File: config.mk
export PLATFORM = sky130hd
export DESIGN_NAME = uart_rx_axil
export DESIGN_NICKNAME = d
export VERILOG_FILES = /design/src/source/uart_rx_pkg.sv /design/src/source/uart_rx_deserializer.sv /design/src/source/rx_fifo.sv /design/src/source/axil_rx_regs.sv /design/src/source/uart_rx_axil.sv
export VERILOG_INCLUDE_DIRS = /design/src /design/src/source
export SDC_FILE = /design/constraint.sdc
export NUM_CORES = 1
export LEC_CHECK = 0
export BUFFER_PORTS_ARGS = -buffer_cell sky130_fd_sc_hd__buf_2
export CELL_PAD_IN_SITES_DETAIL_PLACEMENT = 1
export CELL_PAD_IN_SITES_GLOBAL_PLACEMENT = 2
export CORE_ASPECT_RATIO = 0.7
export CORE_UTILIZATION = 37
export DETAILED_ROUTE_END_ITERATION = 6
export MAX_ROUTING_LAYER = met4
export PLACE_DENSITY_LB_ADDON = 0.1
export SYNTH_ARGS = -nofsm -noshare
export SYNTH_HDL_FRONTEND = slang
export SYNTH_SLANG_ARGS = --single-unit
File: constraint.sdc
create_clock -name clk -period 3.5 [get_ports clk]
set_clock_uncertainty 0.05 [all_clocks]
set_input_delay 0.35 -clock clk [delete_from_list [all_inputs] [get_ports clk]]
set_output_delay 0.35 -clock clk [all_outputs]
set_load 0.01 [all_outputs]
File: src/source/uart_rx_settings.svh
/*
  UART receiver settings
  baud divider, oversampling, FIFO depth, AXI4-Lite widths and register map
*/
`ifndef UART_RX_SETTINGS_SVH
`define UART_RX_SETTINGS_SVH

// baud generation
`define UART_RX_BAUD_DIV    4     // clocks per oversampling tick
`define UART_RX_OVERSAMPLE  8     // ticks per bit

// receive buffer
`define UART_RX_FIFO_DEPTH  4     // frames held, power of two

// AXI4-Lite bus
`define UART_RX_ADDR_W      4
`define UART_RX_DATA_W      32

// register offsets, sized to UART_RX_ADDR_W
`define UART_RX_REG_DATA    4'h0
`define UART_RX_REG_STATUS  4'h4
`define UART_RX_REG_CTRL    4'h8

`endif

File: src/source/uart_rx_pkg.sv
/*
  UART receiver types
  frame format, received frame and the AXI4-Lite request and response bundles
*/
`include "uart_rx_settings.svh"

package uart_rx_pkg;

  // field order puts bit8 at bit 0, same layout as CTRL
  typedef struct packed {
    logic odd_n_even;   // 1 = odd parity
    logic parity_en;
    logic bit8;         // 1 = 8 data bits, 0 = 7
  } uart_cfg_t;

  // same layout as the DATA register
  typedef struct packed {
    logic       framing_err;
    logic       parity_err;
    logic [7:0] data;
  } rx_frame_t;

  // master to slave
  typedef struct packed {
    logic [`UART_RX_ADDR_W-1:0]   awaddr;
    logic                         awvalid;
    logic [`UART_RX_DATA_W-1:0]   wdata;
    logic [`UART_RX_DATA_W/8-1:0] wstrb;
    logic                         wvalid;
    logic                         bready;
    logic [`UART_RX_ADDR_W-1:0]   araddr;
    logic                         arvalid;
    logic                         rready;
  } axil_req_t;

  // slave to master
  typedef struct packed {
    logic                       awready;
    logic                       wready;
    logic [1:0]                 bresp;
    logic                       bvalid;
    logic                       arready;
    logic [`UART_RX_DATA_W-1:0] rdata;
    logic [1:0]                 rresp;
    logic                       rvalid;
  } axil_rsp_t;

endpackage

File: src/source/uart_rx_deserializer.sv
/*
  UART deserializer
  oversampling tick divider, three-sample majority filter and the frame FSM
  with start validation, 7/8 data bits, optional parity and stop check
*/
`timescale 1ns/1ps
`include "uart_rx_settings.svh"

module uart_rx_deserializer (
  input  logic                   clk,
  input  logic                   aresetn,
  input  logic                   rx,
  input  uart_rx_pkg::uart_cfg_t cfg,
  output uart_rx_pkg::rx_frame_t frame,
  output logic                   frame_valid
);

  localparam int DIV_W = $clog2(`UART_RX_BAUD_DIV);
  localparam int OS_W  = $clog2(`UART_RX_OVERSAMPLE);

  localparam logic [DIV_W-1:0] DIV_LAST = DIV_W'(`UART_RX_BAUD_DIV - 1);
  localparam logic [OS_W-1:0]  OS_LAST  = OS_W'(`UART_RX_OVERSAMPLE - 1);
  // fourth tick after the falling edge is taken as the middle of the start bit
  localparam logic [OS_W-1:0]  MID_TICK = OS_W'(`UART_RX_OVERSAMPLE / 2 - 1);

  typedef enum logic [2:0] {
    S_IDLE,
    S_START,
    S_DATA,
    S_PARITY,
    S_STOP
  } state_t;

  logic [DIV_W-1:0]       div_cnt;
  logic                   tick;
  logic [2:0]             samples;
  logic                   rx_filt;
  state_t                 state;
  logic [OS_W-1:0]        tick_cnt;
  logic [2:0]             bit_cnt;
  logic [2:0]             last_bit;
  logic                   armed;      // line seen high since the last frame
  logic                   bit_end;    // sampling tick of the current bit
  uart_rx_pkg::uart_cfg_t cfg_q;
  logic [7:0]             data_q;
  logic                   par_err;

  // --------------------------------------------------------------------------
  // tick divider and glitch filter
  // --------------------------------------------------------------------------
  always_ff @(posedge clk or negedge aresetn)
  begin
    if (!aresetn)
    begin
      div_cnt <= '0;
      samples <= 3'b111;            // idle line level
    end
    else
    begin
      div_cnt <= (div_cnt == DIV_LAST) ? '0 : div_cnt + 1'b1;
      if (tick)
        samples <= {rx, samples[2:1]};
    end
  end

  assign tick = (div_cnt == DIV_LAST);

  // two of three wins
  assign rx_filt = (samples[0] & samples[1]) | (samples[0] & samples[2]) |
                   (samples[1] & samples[2]);

  // --------------------------------------------------------------------------
  // frame FSM
  // --------------------------------------------------------------------------
  assign bit_end  = (tick_cnt == OS_LAST);
  assign last_bit = cfg_q.bit8 ? 3'd7 : 3'd6;

  always_ff @(posedge clk or negedge aresetn)
  begin
    if (!aresetn)
    begin
      state    <= S_IDLE;
      tick_cnt <= '0;
      bit_cnt  <= '0;
      armed    <= 1'b0;
      cfg_q    <= '0;
    end
    else if (tick)
    begin
      case (state)
        S_IDLE:
        begin
          if (rx_filt)
            armed <= 1'b1;
          else if (armed)
          begin
            state    <= S_START;    // falling edge, tick 0
            tick_cnt <= '0;
          end
        end
        S_START:
        begin
          tick_cnt <= tick_cnt + 1'b1;
          if (tick_cnt == MID_TICK)
          begin
            if (!rx_filt)
            begin
              state    <= S_DATA;
              cfg_q    <= cfg;      // format frozen for this frame
              tick_cnt <= '0;
              bit_cnt  <= '0;
            end
            else
              state <= S_IDLE;      // glitch, not a start bit
          end
        end
        S_DATA:
        begin
          tick_cnt <= tick_cnt + 1'b1;
          if (bit_end)
          begin
            bit_cnt <= bit_cnt + 1'b1;
            if (bit_cnt == last_bit)
              state <= cfg_q.parity_en ? S_PARITY : S_STOP;
          end
        end
        S_PARITY:
        begin
          tick_cnt <= tick_cnt + 1'b1;
          if (bit_end)
            state <= S_STOP;
        end
        S_STOP:
        begin
          tick_cnt <= tick_cnt + 1'b1;
          if (bit_end)
          begin
            state <= S_IDLE;
            armed <= 1'b0;          // wait for a high line first
          end
        end
        default: state <= S_IDLE;
      endcase
    end
  end

  // data and parity capture
  always_ff @(posedge clk)
  begin
    if (tick)
    begin
      if (state == S_START && tick_cnt == MID_TICK)
      begin
        data_q  <= '0;              // bit 7 stays 0 in 7-bit mode
        par_err <= 1'b0;
      end
      if (state == S_DATA && bit_end)
        data_q[bit_cnt] <= rx_filt; // LSB first
      // even: xor of all bits must be 0, odd: must be 1
      if (state == S_PARITY && bit_end)
        par_err <= (^data_q) ^ rx_filt ^ cfg_q.odd_n_even;
    end
  end

  // push in the stop-bit sampling clock
  assign frame_valid = tick & (state == S_STOP) & bit_end;

  always_comb
  begin
    frame.data        = data_q;
    frame.parity_err  = par_err;
    frame.framing_err = ~rx_filt;   // low stop bit
  end

endmodule

File: src/source/rx_fifo.sv
/*
  Receive frame FIFO
  circular buffer with occupancy count, drops a push when full and flags it
*/
`timescale 1ns/1ps
`include "uart_rx_settings.svh"

module rx_fifo #(
  parameter int DEPTH = `UART_RX_FIFO_DEPTH
) (
  input  logic                   clk,
  input  logic                   aresetn,
  input  logic                   push,
  input  uart_rx_pkg::rx_frame_t push_frame,
  input  logic                   pop,
  output uart_rx_pkg::rx_frame_t head,
  output logic                   empty,
  output logic                   full,
  output logic                   overflow
);

  localparam int PTR_W = $clog2(DEPTH);

  uart_rx_pkg::rx_frame_t mem [DEPTH];
  logic [PTR_W-1:0]       wr_ptr;
  logic [PTR_W-1:0]       rd_ptr;
  logic [PTR_W:0]         count;
  logic                   do_push;
  logic                   do_pop;

  assign do_push = push & ~full;
  assign do_pop  = pop & ~empty;

  always_ff @(posedge clk or negedge aresetn)
  begin
    if (!aresetn)
    begin
      wr_ptr <= '0;
      rd_ptr <= '0;
      count  <= '0;
    end
    else
    begin
      if (do_push)
        wr_ptr <= wr_ptr + 1'b1;    // wraps, DEPTH is a power of two
      if (do_pop)
        rd_ptr <= rd_ptr + 1'b1;
      if (do_push && !do_pop)
        count <= count + 1'b1;
      else if (do_pop && !do_push)
        count <= count - 1'b1;
    end
  end

  always_ff @(posedge clk)
  begin
    if (do_push)
      mem[wr_ptr] <= push_frame;
  end

  assign head     = mem[rd_ptr];
  assign empty    = (count == '0);
  assign full     = (count == (PTR_W + 1)'(DEPTH));
  assign overflow = push & full;    // frame lost

endmodule

File: src/source/axil_rx_regs.sv
/*
  AXI4-Lite register slave for the UART receiver
  DATA pops the head frame, STATUS holds the sticky overflow, CTRL sets format
*/
`timescale 1ns/1ps
`include "uart_rx_settings.svh"

module axil_rx_regs (
  input  logic                   clk,
  input  logic                   aresetn,
  input  uart_rx_pkg::axil_req_t axil_req,
  output uart_rx_pkg::axil_rsp_t axil_rsp,
  input  uart_rx_pkg::rx_frame_t head,
  input  logic                   empty,
  input  logic                   full,
  input  logic                   overflow,
  output logic                   pop,
  output uart_rx_pkg::uart_cfg_t cfg
);

  localparam logic [1:0] RESP_OKAY   = 2'b00;
  localparam logic [1:0] RESP_SLVERR = 2'b10;

  logic                       wr_accept;
  logic                       rd_accept;
  logic                       bvalid;
  logic [1:0]                 bresp;
  logic                       rvalid;
  logic [1:0]                 rresp;
  logic [`UART_RX_DATA_W-1:0] rdata;
  logic [`UART_RX_DATA_W-1:0] rdata_d;
  logic [1:0]                 rresp_d;
  logic                       ovf_flag;
  logic                       status_rd;

  // one outstanding response per channel
  assign wr_accept = axil_req.awvalid & axil_req.wvalid & ~bvalid;
  assign rd_accept = axil_req.arvalid & ~rvalid;

  // --------------------------------------------------------------------------
  // write channel
  // --------------------------------------------------------------------------
  always_ff @(posedge clk or negedge aresetn)
  begin
    if (!aresetn)
    begin
      bvalid <= 1'b0;
      bresp  <= RESP_OKAY;
      cfg    <= '{odd_n_even: 1'b0, parity_en: 1'b0, bit8: 1'b1};
    end
    else if (wr_accept)
    begin
      bvalid <= 1'b1;
      if (axil_req.awaddr == `UART_RX_REG_CTRL)
      begin
        bresp <= RESP_OKAY;
        if (axil_req.wstrb[0])
          cfg <= uart_rx_pkg::uart_cfg_t'(axil_req.wdata[2:0]);
      end
      else
        bresp <= RESP_SLVERR;       // DATA, STATUS and holes
    end
    else if (axil_req.bready)
      bvalid <= 1'b0;
  end

  // --------------------------------------------------------------------------
  // read channel
  // --------------------------------------------------------------------------
  always_comb
  begin
    rdata_d   = '0;
    rresp_d   = RESP_OKAY;
    pop       = 1'b0;
    status_rd = 1'b0;
    case (axil_req.araddr)
      `UART_RX_REG_DATA:
      begin
        if (!empty)
          rdata_d[9:0] = head;
        pop = rd_accept & ~empty;   // once per accepted read
      end
      `UART_RX_REG_STATUS:
      begin
        rdata_d[2:0] = {ovf_flag, full, ~empty};
        status_rd    = rd_accept;
      end
      `UART_RX_REG_CTRL: rdata_d[2:0] = cfg;
      default:           rresp_d = RESP_SLVERR;
    endcase
  end

  always_ff @(posedge clk or negedge aresetn)
  begin
    if (!aresetn)
      rvalid <= 1'b0;
    else if (rd_accept)
      rvalid <= 1'b1;
    else if (axil_req.rready)
      rvalid <= 1'b0;
  end

  always_ff @(posedge clk)
  begin
    if (rd_accept)
    begin
      rdata <= rdata_d;
      rresp <= rresp_d;
    end
  end

  // sticky overflow, a new overflow wins over the clearing read
  always_ff @(posedge clk or negedge aresetn)
  begin
    if (!aresetn)
      ovf_flag <= 1'b0;
    else if (overflow)
      ovf_flag <= 1'b1;
    else if (status_rd)
      ovf_flag <= 1'b0;
  end

  always_comb
  begin
    axil_rsp.awready = wr_accept;
    axil_rsp.wready  = wr_accept;
    axil_rsp.bresp   = bresp;
    axil_rsp.bvalid  = bvalid;
    axil_rsp.arready = rd_accept;
    axil_rsp.rdata   = rdata;
    axil_rsp.rresp   = rresp;
    axil_rsp.rvalid  = rvalid;
  end

endmodule

File: src/source/uart_rx_axil.sv
/*
  UART receiver with AXI4-Lite access
  deserializer feeds the frame FIFO, the register slave drains it
*/
`timescale 1ns/1ps

module uart_rx_axil (
  input  logic                   clk,
  input  logic                   aresetn,
  input  logic                   rx,
  input  uart_rx_pkg::axil_req_t axil_req,
  output uart_rx_pkg::axil_rsp_t axil_rsp
);

  uart_rx_pkg::uart_cfg_t cfg;
  uart_rx_pkg::rx_frame_t frame;
  uart_rx_pkg::rx_frame_t head;
  logic                   frame_valid;
  logic                   empty;
  logic                   full;
  logic                   overflow;
  logic                   pop;

  uart_rx_deserializer deser0 (
    .clk         (clk),
    .aresetn     (aresetn),
    .rx          (rx),
    .cfg         (cfg),
    .frame       (frame),
    .frame_valid (frame_valid)
  );

  rx_fifo fifo0 (
    .clk        (clk),
    .aresetn    (aresetn),
    .push       (frame_valid),
    .push_frame (frame),
    .pop        (pop),
    .head       (head),
    .empty      (empty),
    .full       (full),
    .overflow   (overflow)
  );

  axil_rx_regs regs0 (
    .clk      (clk),
    .aresetn  (aresetn),
    .axil_req (axil_req),
    .axil_rsp (axil_rsp),
    .head     (head),
    .empty    (empty),
    .full     (full),
    .overflow (overflow),
    .pop      (pop),
    .cfg      (cfg)
  );

endmodule

==> reports/metrics.cfg, run 1 <==
[critical_path]
cp.arrival_ps = 2890
reg2reg_to = fifo0.count[2]
critical-path-slowest-cell = dfrtp_1
crit_fanout = 7
worstPathCellList = ha_1 -> ha_1 -> nand4_1 -> nor2_2 -> ha_1 -> inv_1 -> fa_1 -> xor2_1 -> nor2_1 -> xor2_1
criticalPathCategory = flip-flop to flip-flop
reg2reg_slack_ps = 830
crit_path_start_kind = flip-flop
timing.rr.start = deser0.tick_cnt[0]
cp_common_cell = ha_1
critPathRequiredTime_ps = 3720
critical_path.top_delay_family = adder cells
ff2ff_path_depth = 10
endpoint_kind = flip-flop
cp_slowest_stage_delay_ps = 380
crit_buf_inv = 1

[detailed_routing]
post_drt_via_cell_ratio = 4.950
wl_um = 9071
antenna_left = 0
wl_per_cell_um = 17.34
drt_iter0_markers = 136
firstDrtPassIters = 4
route.detailed.drc = 0
num_vias = 2589

[yosys]
synth_top_family_by_area = simple AND/OR/NAND/NOR gates
ys_ff_latch = 92
synth_xor_area_share_pct = 3.241
synth_mux_area_share_pct = 9.137
synth_cells = 327
yosys.area_share.adder_pct = 3.772
yosys_most_used_dff = edfxtp_1
ys_types = 65
synth_top_cell_area_share_pct = 40.23
synth_commonest_cells = 60 x edfxtp_1, 30 x buf_4, 28 x dfrtp_1
synthTopCellsByArea = edfxtp_1 40%, dfrtp_1 16%, buf_4 5.0%
yosysTopAreaCell = edfxtp_1
synth-simple-area-share_pct = 10.06
synth_edf_count = 60
synth_compound_area_share_pct = 7.963
async_flop_share_pct = 34.78
netlist_area_um2 = 4478
syn_avg_cell_area_um2 = 13.69
yosysMostFrequentCell = edfxtp_1
yosysSeqAreaShare_pct = 58.23
yosysWarningCount = 0

[timing]
setup-tns-final_ps = 0
period_share_pct = 76.23
tightest_slew_ps = 855.8
setup_violations = 0
grt_setup_unrepaired = no
fin_crit_ps = 2668
fmax_mhz = 374.8
hold_viol = 0
slew_headroom_pct = 42.95
slew_violations = 0
layout_setup_ws_ps = 831.8

[cts]
clk_pin_slew_worst_paths_ps = 70
cts_buffer_depth = 2
cts_tree = yes
cts_buffers = 9
cts_root_buf = clkbuf_16
clk_latency_ps = 340
clock-sinks = 92
cts_resized = 0
cts_hold_buffers = 0
cts_setup_buffers = 0
htreeDepth = 3

[hold_path]
hp-class = primary input to asynchronous set/reset pin

[place]
dp_hpwl_um = 6195
routabilityCongestion = 0.7549
placed_cells = 507
io_buffer_count = 36
pre_cts_ws_ps = 794.6

[grt]
grt_usage_pct = 16.51
antenna_found_initial = 0
grt_max_degree = 33
grt_pass1_wl_um = 14880
grt-ovfl-total = 0
grt_pass1_vias = 2619

[floorplanning]
initial_core_util_pct = 38.05
io_pins = 93
design.die.area_um2 = 12550
core-area_um2 = 11770
die_w_um = 133.5
fp-row-count = 33
die_h_um = 94.05

[power_and_ir_drop]
p_per_area_nw_per_um2 = 553.3
p_leak_uw = 0.001890
ir_drop_mv = 0.2285

[cells_and_area]
multiInputGateArea_um2 = 1620
area_delta_synth_final_pct = 11.65
fillers = 1242
drive_gt1_share_pct = 25.41
top_regs = fifo0.mem: 40 flops, regs0.rdata: 10 flops, deser0.data_q: 8 flops
fin_nets = 425
regMostFlops = fifo0.mem
stdcell_count = 523
antenna_cells = 0
regArea_um2 = 2608
largest_register_ffs = 40

[job]
maxCapViolations = 0

[run_status]
status = completed

## routing by layer
metal	vias up	GRT usage [%]	part of all wire [%]
met5	-	-	0
met4	0	4.545	1.1
met3	8	4.099	3.2
met2	50	22.70	41
met1	1306	23.97	54
li1	1225	-	-
## cells in the final DEF, fill, tap and decap left out, types with 2 or more instances in the layout
master and count:
edfxtp_1 60, o311ai_2 2, nor4b_1 2, xnor2_1 11, mux2_2 11, o21ai_0 9, o41ai_1 5, nor2b_1 5
a21oi_1 5, dfstp_2 4, buf_4 6, dfrtp_1 28, nand2_1 16, nor4_1 2, inv_1 12, nor2_1 12
nor3_1 6, a22oi_1 2, nand3_1 7, mux2i_1 6, nand4_1 2, buf_2 36, xor2_1 3, mux4_2 10
a31oi_1 2, o2bb2ai_1 2, nand2b_1 5, ha_1 11, clkinvlp_4 3, clkbuf_16 9, and2_1 12, conb_1 24
## through the flow
step | instance area [um2] | hold slack (ps) | utilization, % | total power (uW)
2_1_floorplan | 4564 | 4.409 | - | 1694
3_3_place_gp | 4698 | 362.8 | 39.93 | 1795
3_5_place_dp | 4698 | 376.9 | 39.93 | 1803
4_1_cts | 5000 | 97.20 | 42.49 | 2806
5_1_grt | 5000 | 123.6 | 42.49 | 2921
6_report | 5000 | 69.60 | 42.49 | 2766
## final cells by class
cell class | count | area share (%)
sequential | 92 | 52.15
inverter | 13 | 0.9760
clock buffer | 10 | 4.580
timing repair buffer | 42 | 4.505
clock inverter | 6 | 1.451
tap | 157 | 3.929
multi-input combinational | 203 | 32.41
## how the worst max path moves through the flow
stage                            start              to  slack [ps]  cells after the start
finish              deser0.tick_cnt[0]  fifo0.count[2]         830                     10
global route        deser0.tick_cnt[0]  fifo0.count[2]         460                     10
CTS                 deser0.tick_cnt[0]  fifo0.count[2]         750                     10
detailed placement  deser0.tick_cnt[0]  fifo0.count[2]         790                     10
global placement    deser0.tick_cnt[0]  fifo0.count[2]         830                     10
floorplan            deser0.div_cnt[0]  fifo0.count[2]        1050                     10
## report_power, final
part	switching, uW	internal (uW)
combinational	253	211
clock	434	560
sequential	82.7	1230
## logic make-up (layout without fill, tap and decap cells)
family / count (synthesis) / count (layout)
other: 1 / 24
flip-flops: 92 / 92
AND/OR/NAND/NOR: 80 / 80
multiplexers: 27 / 27
XOR/XNOR: 15 / 15
AO/OA/AOI/OAI: 44 / 44
adder cells (fa/ha/maj): 13 / 13
buffers and inverters: 55 / 71
Power figures use the tool's default switching activity.
==> run 2, diff against run 1 <==
Settings changed: ABC_AREA set to 1, CORE_UTILIZATION 37 to 34.
Clock period 3.5 ns to 2.8 ns, I/O delays scaled along.
==> reports/metrics.cfg, run 2 <==
[floorplanning]
die_w_um = 139.8  ; +4.7%
fp-row-count = 34  ; +3.0%
core-area_um2 = 12680  ; +7.7%
initial_core_util_pct = 35.64  ; -2.4 points
die_h_um = 98.45  ; +4.7%
io_pins = 93  ; unchanged
design.die.area_um2 = 13760  ; +9.6%

[place]
pre_cts_ws_ps = 223.7  ; -570.9 ps
io_buffer_count = 36  ; unchanged
routabilityCongestion = 0.7664  ; +1.5%
dp_hpwl_um = 7299  ; +18%

[timing]
setup-tns-final_ps = 0  ; unchanged
hold_viol = 0  ; unchanged
tightest_slew_ps = 749.9  ; -105.8 ps
fmax_mhz = 385.7  ; +2.9%
setup_violations = 0  ; unchanged
fin_crit_ps = 2593  ; -75.27 ps
slew_headroom_pct = 50.01  ; +7.1 points
grt_setup_unrepaired = no
finalHoldWorstSlack_ps = 66.02  ; -3.573 ps
layout_setup_ws_ps = 207.1  ; -624.7 ps
slew_violations = 0  ; unchanged
period_share_pct = 92.60  ; +16 points

[detailed_routing]
firstDrtPassIters = 4  ; unchanged
num_vias = 3182  ; +23%
wl_per_cell_um = 14.81  ; -15%
antenna_left = 0  ; unchanged
post_drt_via_cell_ratio = 4.652  ; -6.0%
route.detailed.drc = 0  ; unchanged
wl_um = 10130  ; +12%
drt_iter0_markers = 107  ; -21%

[yosys]
yosysMostFrequentCell = nand2_1
yosysTopAreaCell = edfxtp_1
netlist_area_um2 = 4518  ; +0.89%
yosysWarningCount = 0  ; unchanged
ys_ff_latch = 92  ; unchanged
synth-simple-area-share_pct = 17.95  ; +7.9 points
synth_top_cell_area_share_pct = 39.88  ; -0.36 points
synth_commonest_cells = 85 x nand2_1, 60 x edfxtp_1, 60 x nor2_1
syn_avg_cell_area_um2 = 9.593  ; -30%
synth_mux_area_share_pct = 0.2492  ; -8.9 points
async_flop_share_pct = 34.78  ; unchanged
synth_xor_area_share_pct = 1.357  ; -1.9 points
yosys.area_share.adder_pct = 3.489  ; -0.28 points
ys_types = 37  ; -43%
synth_top_family_by_area = simple AND/OR/NAND/NOR gates
synthTopCellsByArea = edfxtp_1 40%, dfrtp_1 16%, nand2_1 7.1%
synth_cells = 471  ; +44%
yosysSeqAreaShare_pct = 57.71  ; -0.52 points
yosys_most_used_dff = edfxtp_1
synth_compound_area_share_pct = 8.917  ; +0.95 points
synth_edf_count = 60  ; unchanged

[cts]
cts_root_buf = clkbuf_16
clk_latency_ps = 350  ; about the same
cts_resized = 0  ; unchanged
cts_buffers = 9  ; unchanged
clk_pin_slew_worst_paths_ps = 70  ; about the same
htreeDepth = 3  ; unchanged
clock-sinks = 92  ; unchanged
cts_setup_buffers = 0  ; unchanged
cts_buffer_depth = 2  ; unchanged
cts_tree = yes

[power_and_ir_drop]
p_sw_uw = 1285  ; +67%
ir_drop_mv = 0.2959  ; +29%
power_frac_comb_pct = 22.5  ; +5.7 points
netSwitchingFraction_pct = 33.37  ; +5.5 points
power_frac_seq_pct = 43.5  ; -3.8 points
p_int_uw = 2566  ; +29%
p_leak_uw = 0.002211  ; +17%
p_clk_share_pct = 34.0  ; -2.0 points
p_per_area_nw_per_um2 = 748.1  ; +35%

[cells_and_area]
final_cell_mix = 85 x nand2_1, 60 x nor2_1, 60 x edfxtp_1
fin_nets = 581  ; +37%
antenna_cells = 0  ; unchanged
layout_commonest_cell = nand2_1
regMostFlops = fifo0.mem
area_delta_synth_final_pct = 13.93
drive_gt1_share_pct = 16.86  ; -8.6 points
largest_register_ffs = 40  ; unchanged
top_regs = fifo0.mem: 40 flops, regs0.rdata: 10 flops, deser0.data_q: 8 flops

[grt]
grt_pass1_wl_um = 17080  ; +15%
grt-ovfl-total = 0  ; unchanged
grt_max_degree = 33  ; unchanged
grt_usage_pct = 16.77  ; +0.26 points
antenna_found_initial = 0  ; unchanged
grt_pass1_vias = 3276  ; +25%

[job]
maxCapViolations = 0  ; unchanged

[critical_path]
cp.arrival_ps = 2770  ; -120 ps
critPathLaunch = deser0.tick_cnt[0]
criticalPathCategory = flip-flop to flip-flop
timing.rr.start = deser0.tick_cnt[0]
endpoint_kind = flip-flop
critPathRequiredTime_ps = 2980  ; -740 ps
crit_fanout = 3  ; -4
crit_path_start_kind = flip-flop

[hold_path]
hp-class = primary input to flip-flop
hp-start = axil_req[0]

[run_status]
status = completed

-- run 2: cell types whose count changed in the layout (fill, tap and decap cells not counted), sizes merged, moves of 12 or more --
cell   before  now
nand2      17   88
nor2       13   68
inv        13   59
o21ai      10   53
nand3       7   28
and2       12    0
-- run 2: layer usage --
metal	vias up	global-route usage (%)	share of wire [%]
met5	-	-	0
met4	0	4.818	1.2
met3	8	3.741	3.0
met2	47	25.96	45
met1	1546	22.13	51
li1	1581	-	-
-- run 2: final timing paths --
kind | to | slack (ps) | depth (start not counted)
worst max-delay path | fifo0.count[2] | 210 | 12
worst min-delay path | regs0.rvalid | 70 | 2
worst max register to register | fifo0.count[2] | 210 | 12
worst min register to register | deser0.div_cnt[0] | 380 | 1
max in group asynchronous | fifo0.rd_ptr[0] | 1720 | 2
min in group asynchronous | deser0.bit_cnt[2] | 490 | 2
-- run 2: power groups by stage --
stage | combinational (uW) | sequential [uW] | clock (uW)
floorplan | 650 | 1690 | 0
global placement | 851 | 1700 | 0
detailed placement | 875 | 1710 | 0
CTS | 883 | 1680 | 1340
global route | 1000 | 1700 | 1380
finish | 867 | 1670 | 1310
-- run 2: stage by stage --
stage	std cells	cell area, um2	total power, uW	utilization [%]
CTS	684	5147	3901	40.60
detailed placement	667	4822	2581	38.04
floorplan	494	4604	2338	-
global placement	667	4822	2552	38.04
finish	684	5147	3851	40.60
global route	684	5147	4086	40.60
-- run 2: final cells by class --
class                           instances  area, um2
Clock buffer                            9      225.2
Clock inverter                          7      90.09
Fill cell                            1476       7530
Inverter                               57      215.2
Multi-Input combinational cell        309       1534
Sequential cell                        92       2608
Tap cell                              162      202.7
Timing Repair Buffer                   48      272.8
-- run 2: what timing repair did --
action | in CTS | in global routing
hold buffers | 1 | 0
endpoints found under the setup margin | 0 | 0
hold endpoints to repair | 28 | 0
-- run 2: critical path, stage by stage, from the launching register on --
cell      delay, ps
dfrtp_1         360
ha_1            210
ha_1            260
inv_1            90
nor3_2          320
nand2_2         100
clkinv_2         80
ha_1            140
inv_1            70
fa_1            380
a21oi_1         150
o21ai_0         120
xor2_1          150
-- run 2: logic make-up (layout without fill, tap and decap cells) --
logic type | Yosys count | in the layout
mux | 1 | 1
fa+ha+maj | 12 | 12
other cells | 1 | 24
simple gates | 189 | 189
compound gates | 76 | 76
xor+xnor | 7 | 7
buf+inv | 93 | 121
flops | 92 | 92
==> run 3, diff against run 2 <==
Settings changed: ABC_AREA 1 to not set, CORE_UTILIZATION 34 to 37.
==> reports/metrics.cfg, run 3 (synthesis results as in run 1) <==
[detailed_routing]
route.detailed.drc = 0  ; unchanged
post_drt_via_cell_ratio = 4.994  ; +7.4%
antenna_left = 0  ; unchanged
wl_per_cell_um = 17.87  ; +21%
drt_iter0_markers = 168  ; +57%
num_vias = 2657  ; -16%
firstDrtPassIters = 4  ; unchanged
wl_um = 9506  ; -6.1%

[critical_path]
crit_path_start_kind = flip-flop
timing.rr.start = deser0.tick_cnt[0]
crit_fanout = 8  ; +5
reg2reg_slack_ps = 330  ; +130 ps
criticalPathCategory = flip-flop to flip-flop
ff2ff_path_depth = 6  ; -6
reg2reg_to = deser0.data_q[4]
critPathRequiredTime_ps = 2830  ; -150 ps
endpoint_kind = flip-flop
cp.arrival_ps = 2500  ; -270 ps

[cells_and_area]
multiInputGateArea_um2 = 1620  ; +5.6%
area_delta_synth_final_pct = 12.94
drive_gt1_share_pct = 27.47  ; +11 points
final_cell_mix = 60 x edfxtp_1, 36 x buf_2, 28 x dfrtp_1
regArea_um2 = 2608  ; unchanged
fin_nets = 434  ; -25%
top_regs = fifo0.mem: 40 flops, regs0.rdata: 10 flops, deser0.data_q: 8 flops
final_util_pct = 42.98  ; +2.4 points
fillers = 1236  ; -16%
largest_register_ffs = 40  ; unchanged
antenna_cells = 0  ; unchanged
layout_commonest_cell = edfxtp_1
regMostFlops = fifo0.mem

[power_and_ir_drop]
ir_drop_mv = 0.4146  ; +40%
total_power_uw = 3431  ; -11%
p_leak_uw = 0.001940  ; -12%
p_per_area_nw_per_um2 = 678.4  ; -9.3%

[timing]
grt_setup_unrepaired = no
layout_setup_ws_ps = 334.5  ; +127.4 ps
hold_viol = 28  ; +28
finalHoldWorstSlack_ps = -15.77  ; -81.80 ps
setup_violations = 0  ; unchanged
slew_headroom_pct = 43.95  ; -6.1 points
slew_violations = 0  ; unchanged
fin_crit_ps = 2465  ; -127.4 ps
fmax_mhz = 405.6  ; +5.2%
period_share_pct = 88.05  ; -4.6 points
setup-tns-final_ps = 0  ; unchanged
tightest_slew_ps = 840.8  ; +90.85 ps

[grt]
grt_util_met2_pct = 25.04  ; -0.92 points
grt_pass1_vias = 2721  ; -17%
grt_pass1_wl_um = 15570  ; -8.9%
grt-ovfl-total = 0  ; unchanged
antenna_found_initial = 0  ; unchanged
grtUsageMet3_pct = 4.261  ; +0.52 points
top_usage_layer = met2
grt_max_degree = 33  ; unchanged
grtUsageMet1_pct = 24.58  ; +2.5 points
grt_usage_pct = 17.32  ; +0.55 points

[cts]
cts_buffer_depth = 2  ; unchanged
clock-sinks = 92  ; unchanged
cts_root_buf = clkbuf_16
cts_tree = yes
cts_buffers = 9  ; unchanged
clk_pin_slew_worst_paths_ps = 70  ; about the same
cts_hold_buffers = 0  ; -1
clk_latency_ps = 350  ; about the same
htreeDepth = 3  ; unchanged
cts_setup_buffers = 0  ; unchanged
cts_resized = 0  ; unchanged

[job]
maxCapViolations = 0  ; unchanged

[floorplanning]
io_pins = 93  ; unchanged
design.die.area_um2 = 12550  ; -8.8%
initial_core_util_pct = 38.05  ; +2.4 points
die_h_um = 94.05  ; -4.5%
core-area_um2 = 11770  ; -7.2%
die_w_um = 133.5  ; -4.5%
fp-row-count = 33  ; -2.9%

[run_status]
violations = hold timing
status = complete, but fails checks

[hold_path]
hp-class = primary input to asynchronous set/reset pin

[place]
pre_cts_ws_ps = 290.5  ; +66.78 ps
io_buffer_count = 36  ; unchanged
routabilityCongestion = 0.7546  ; -1.5%
dp_hpwl_um = 6615  ; -9.4%

-- run 3: cell types whose count changed in the layout (fill, tap and decap cells not counted), moves of 6 or more --
cell     delta
nand3_1    -20
o21ai_0    -33
mux4_2     +10
mux2_2     +10
nand2_1    -69
and2_1     +12
nor2_1     -48
mux2i_1     +6
a21oi_1    -11
xnor2_1     +9
inv_1      -40
o21ai_1     -8
-- run 3: routing by layer --
layer / wire length [um] / share of wire, %
met1: 4819 / 51
met3: 388 / 4.1
met5: 0 / 0
met2: 4251 / 45
met4: 47 / 0.49
-- run 3: worst max path at each step --
stage,startpoint,endpoint,slack [ps]
6_report,deser0.tick_cnt[0],deser0.data_q[4],330
5_1_grt,deser0.tick_cnt[0],fifo0.count[2],10
4_1_cts,deser0.tick_cnt[0],fifo0.count[2],260
3_5_place_dp,deser0.tick_cnt[0],fifo0.count[2],290
3_3_place_gp,deser0.tick_cnt[0],fifo0.count[2],320
2_1_floorplan,deser0.div_cnt[0],fifo0.count[2],350
-- run 3: per-stage QoR --
stage / instances / instance area [um2]
after CTS: 532 / 5057
after floorplan: 350 / 4564
after detailed placement: 516 / 4766
after global placement: 516 / 4766
final: 532 / 5057
after global routing: 532 / 5057
-- run 3: power by group --
group          total (uW)  leakage [uW]  internal (uW)  switching (uW)
clock                1200      0.000138            627             572
combinational         622      0.000857            273             349
sequential           1610      0.000944           1530            78.1
total                3430       0.00194           2430             999
-- run 3: critical path, cell delays in order, from the launching register on --
cell and delay (ps):
dfrtp_1 380, ha_1 230, ha_1 310, nand2_2 140, or4_1 650, o311ai_2 320
o41ai_1 130
-- run 3: cell type report --
class / instances / share of cell area, %
flip-flops and latches: 92 / 51.56
multi-input cells: 203 / 32.04
repair buffers: 51 / 5.789
clock buffers: 9 / 4.453
well taps: 157 / 3.884
clock inverters: 7 / 1.311
inverters: 13 / 0.9649
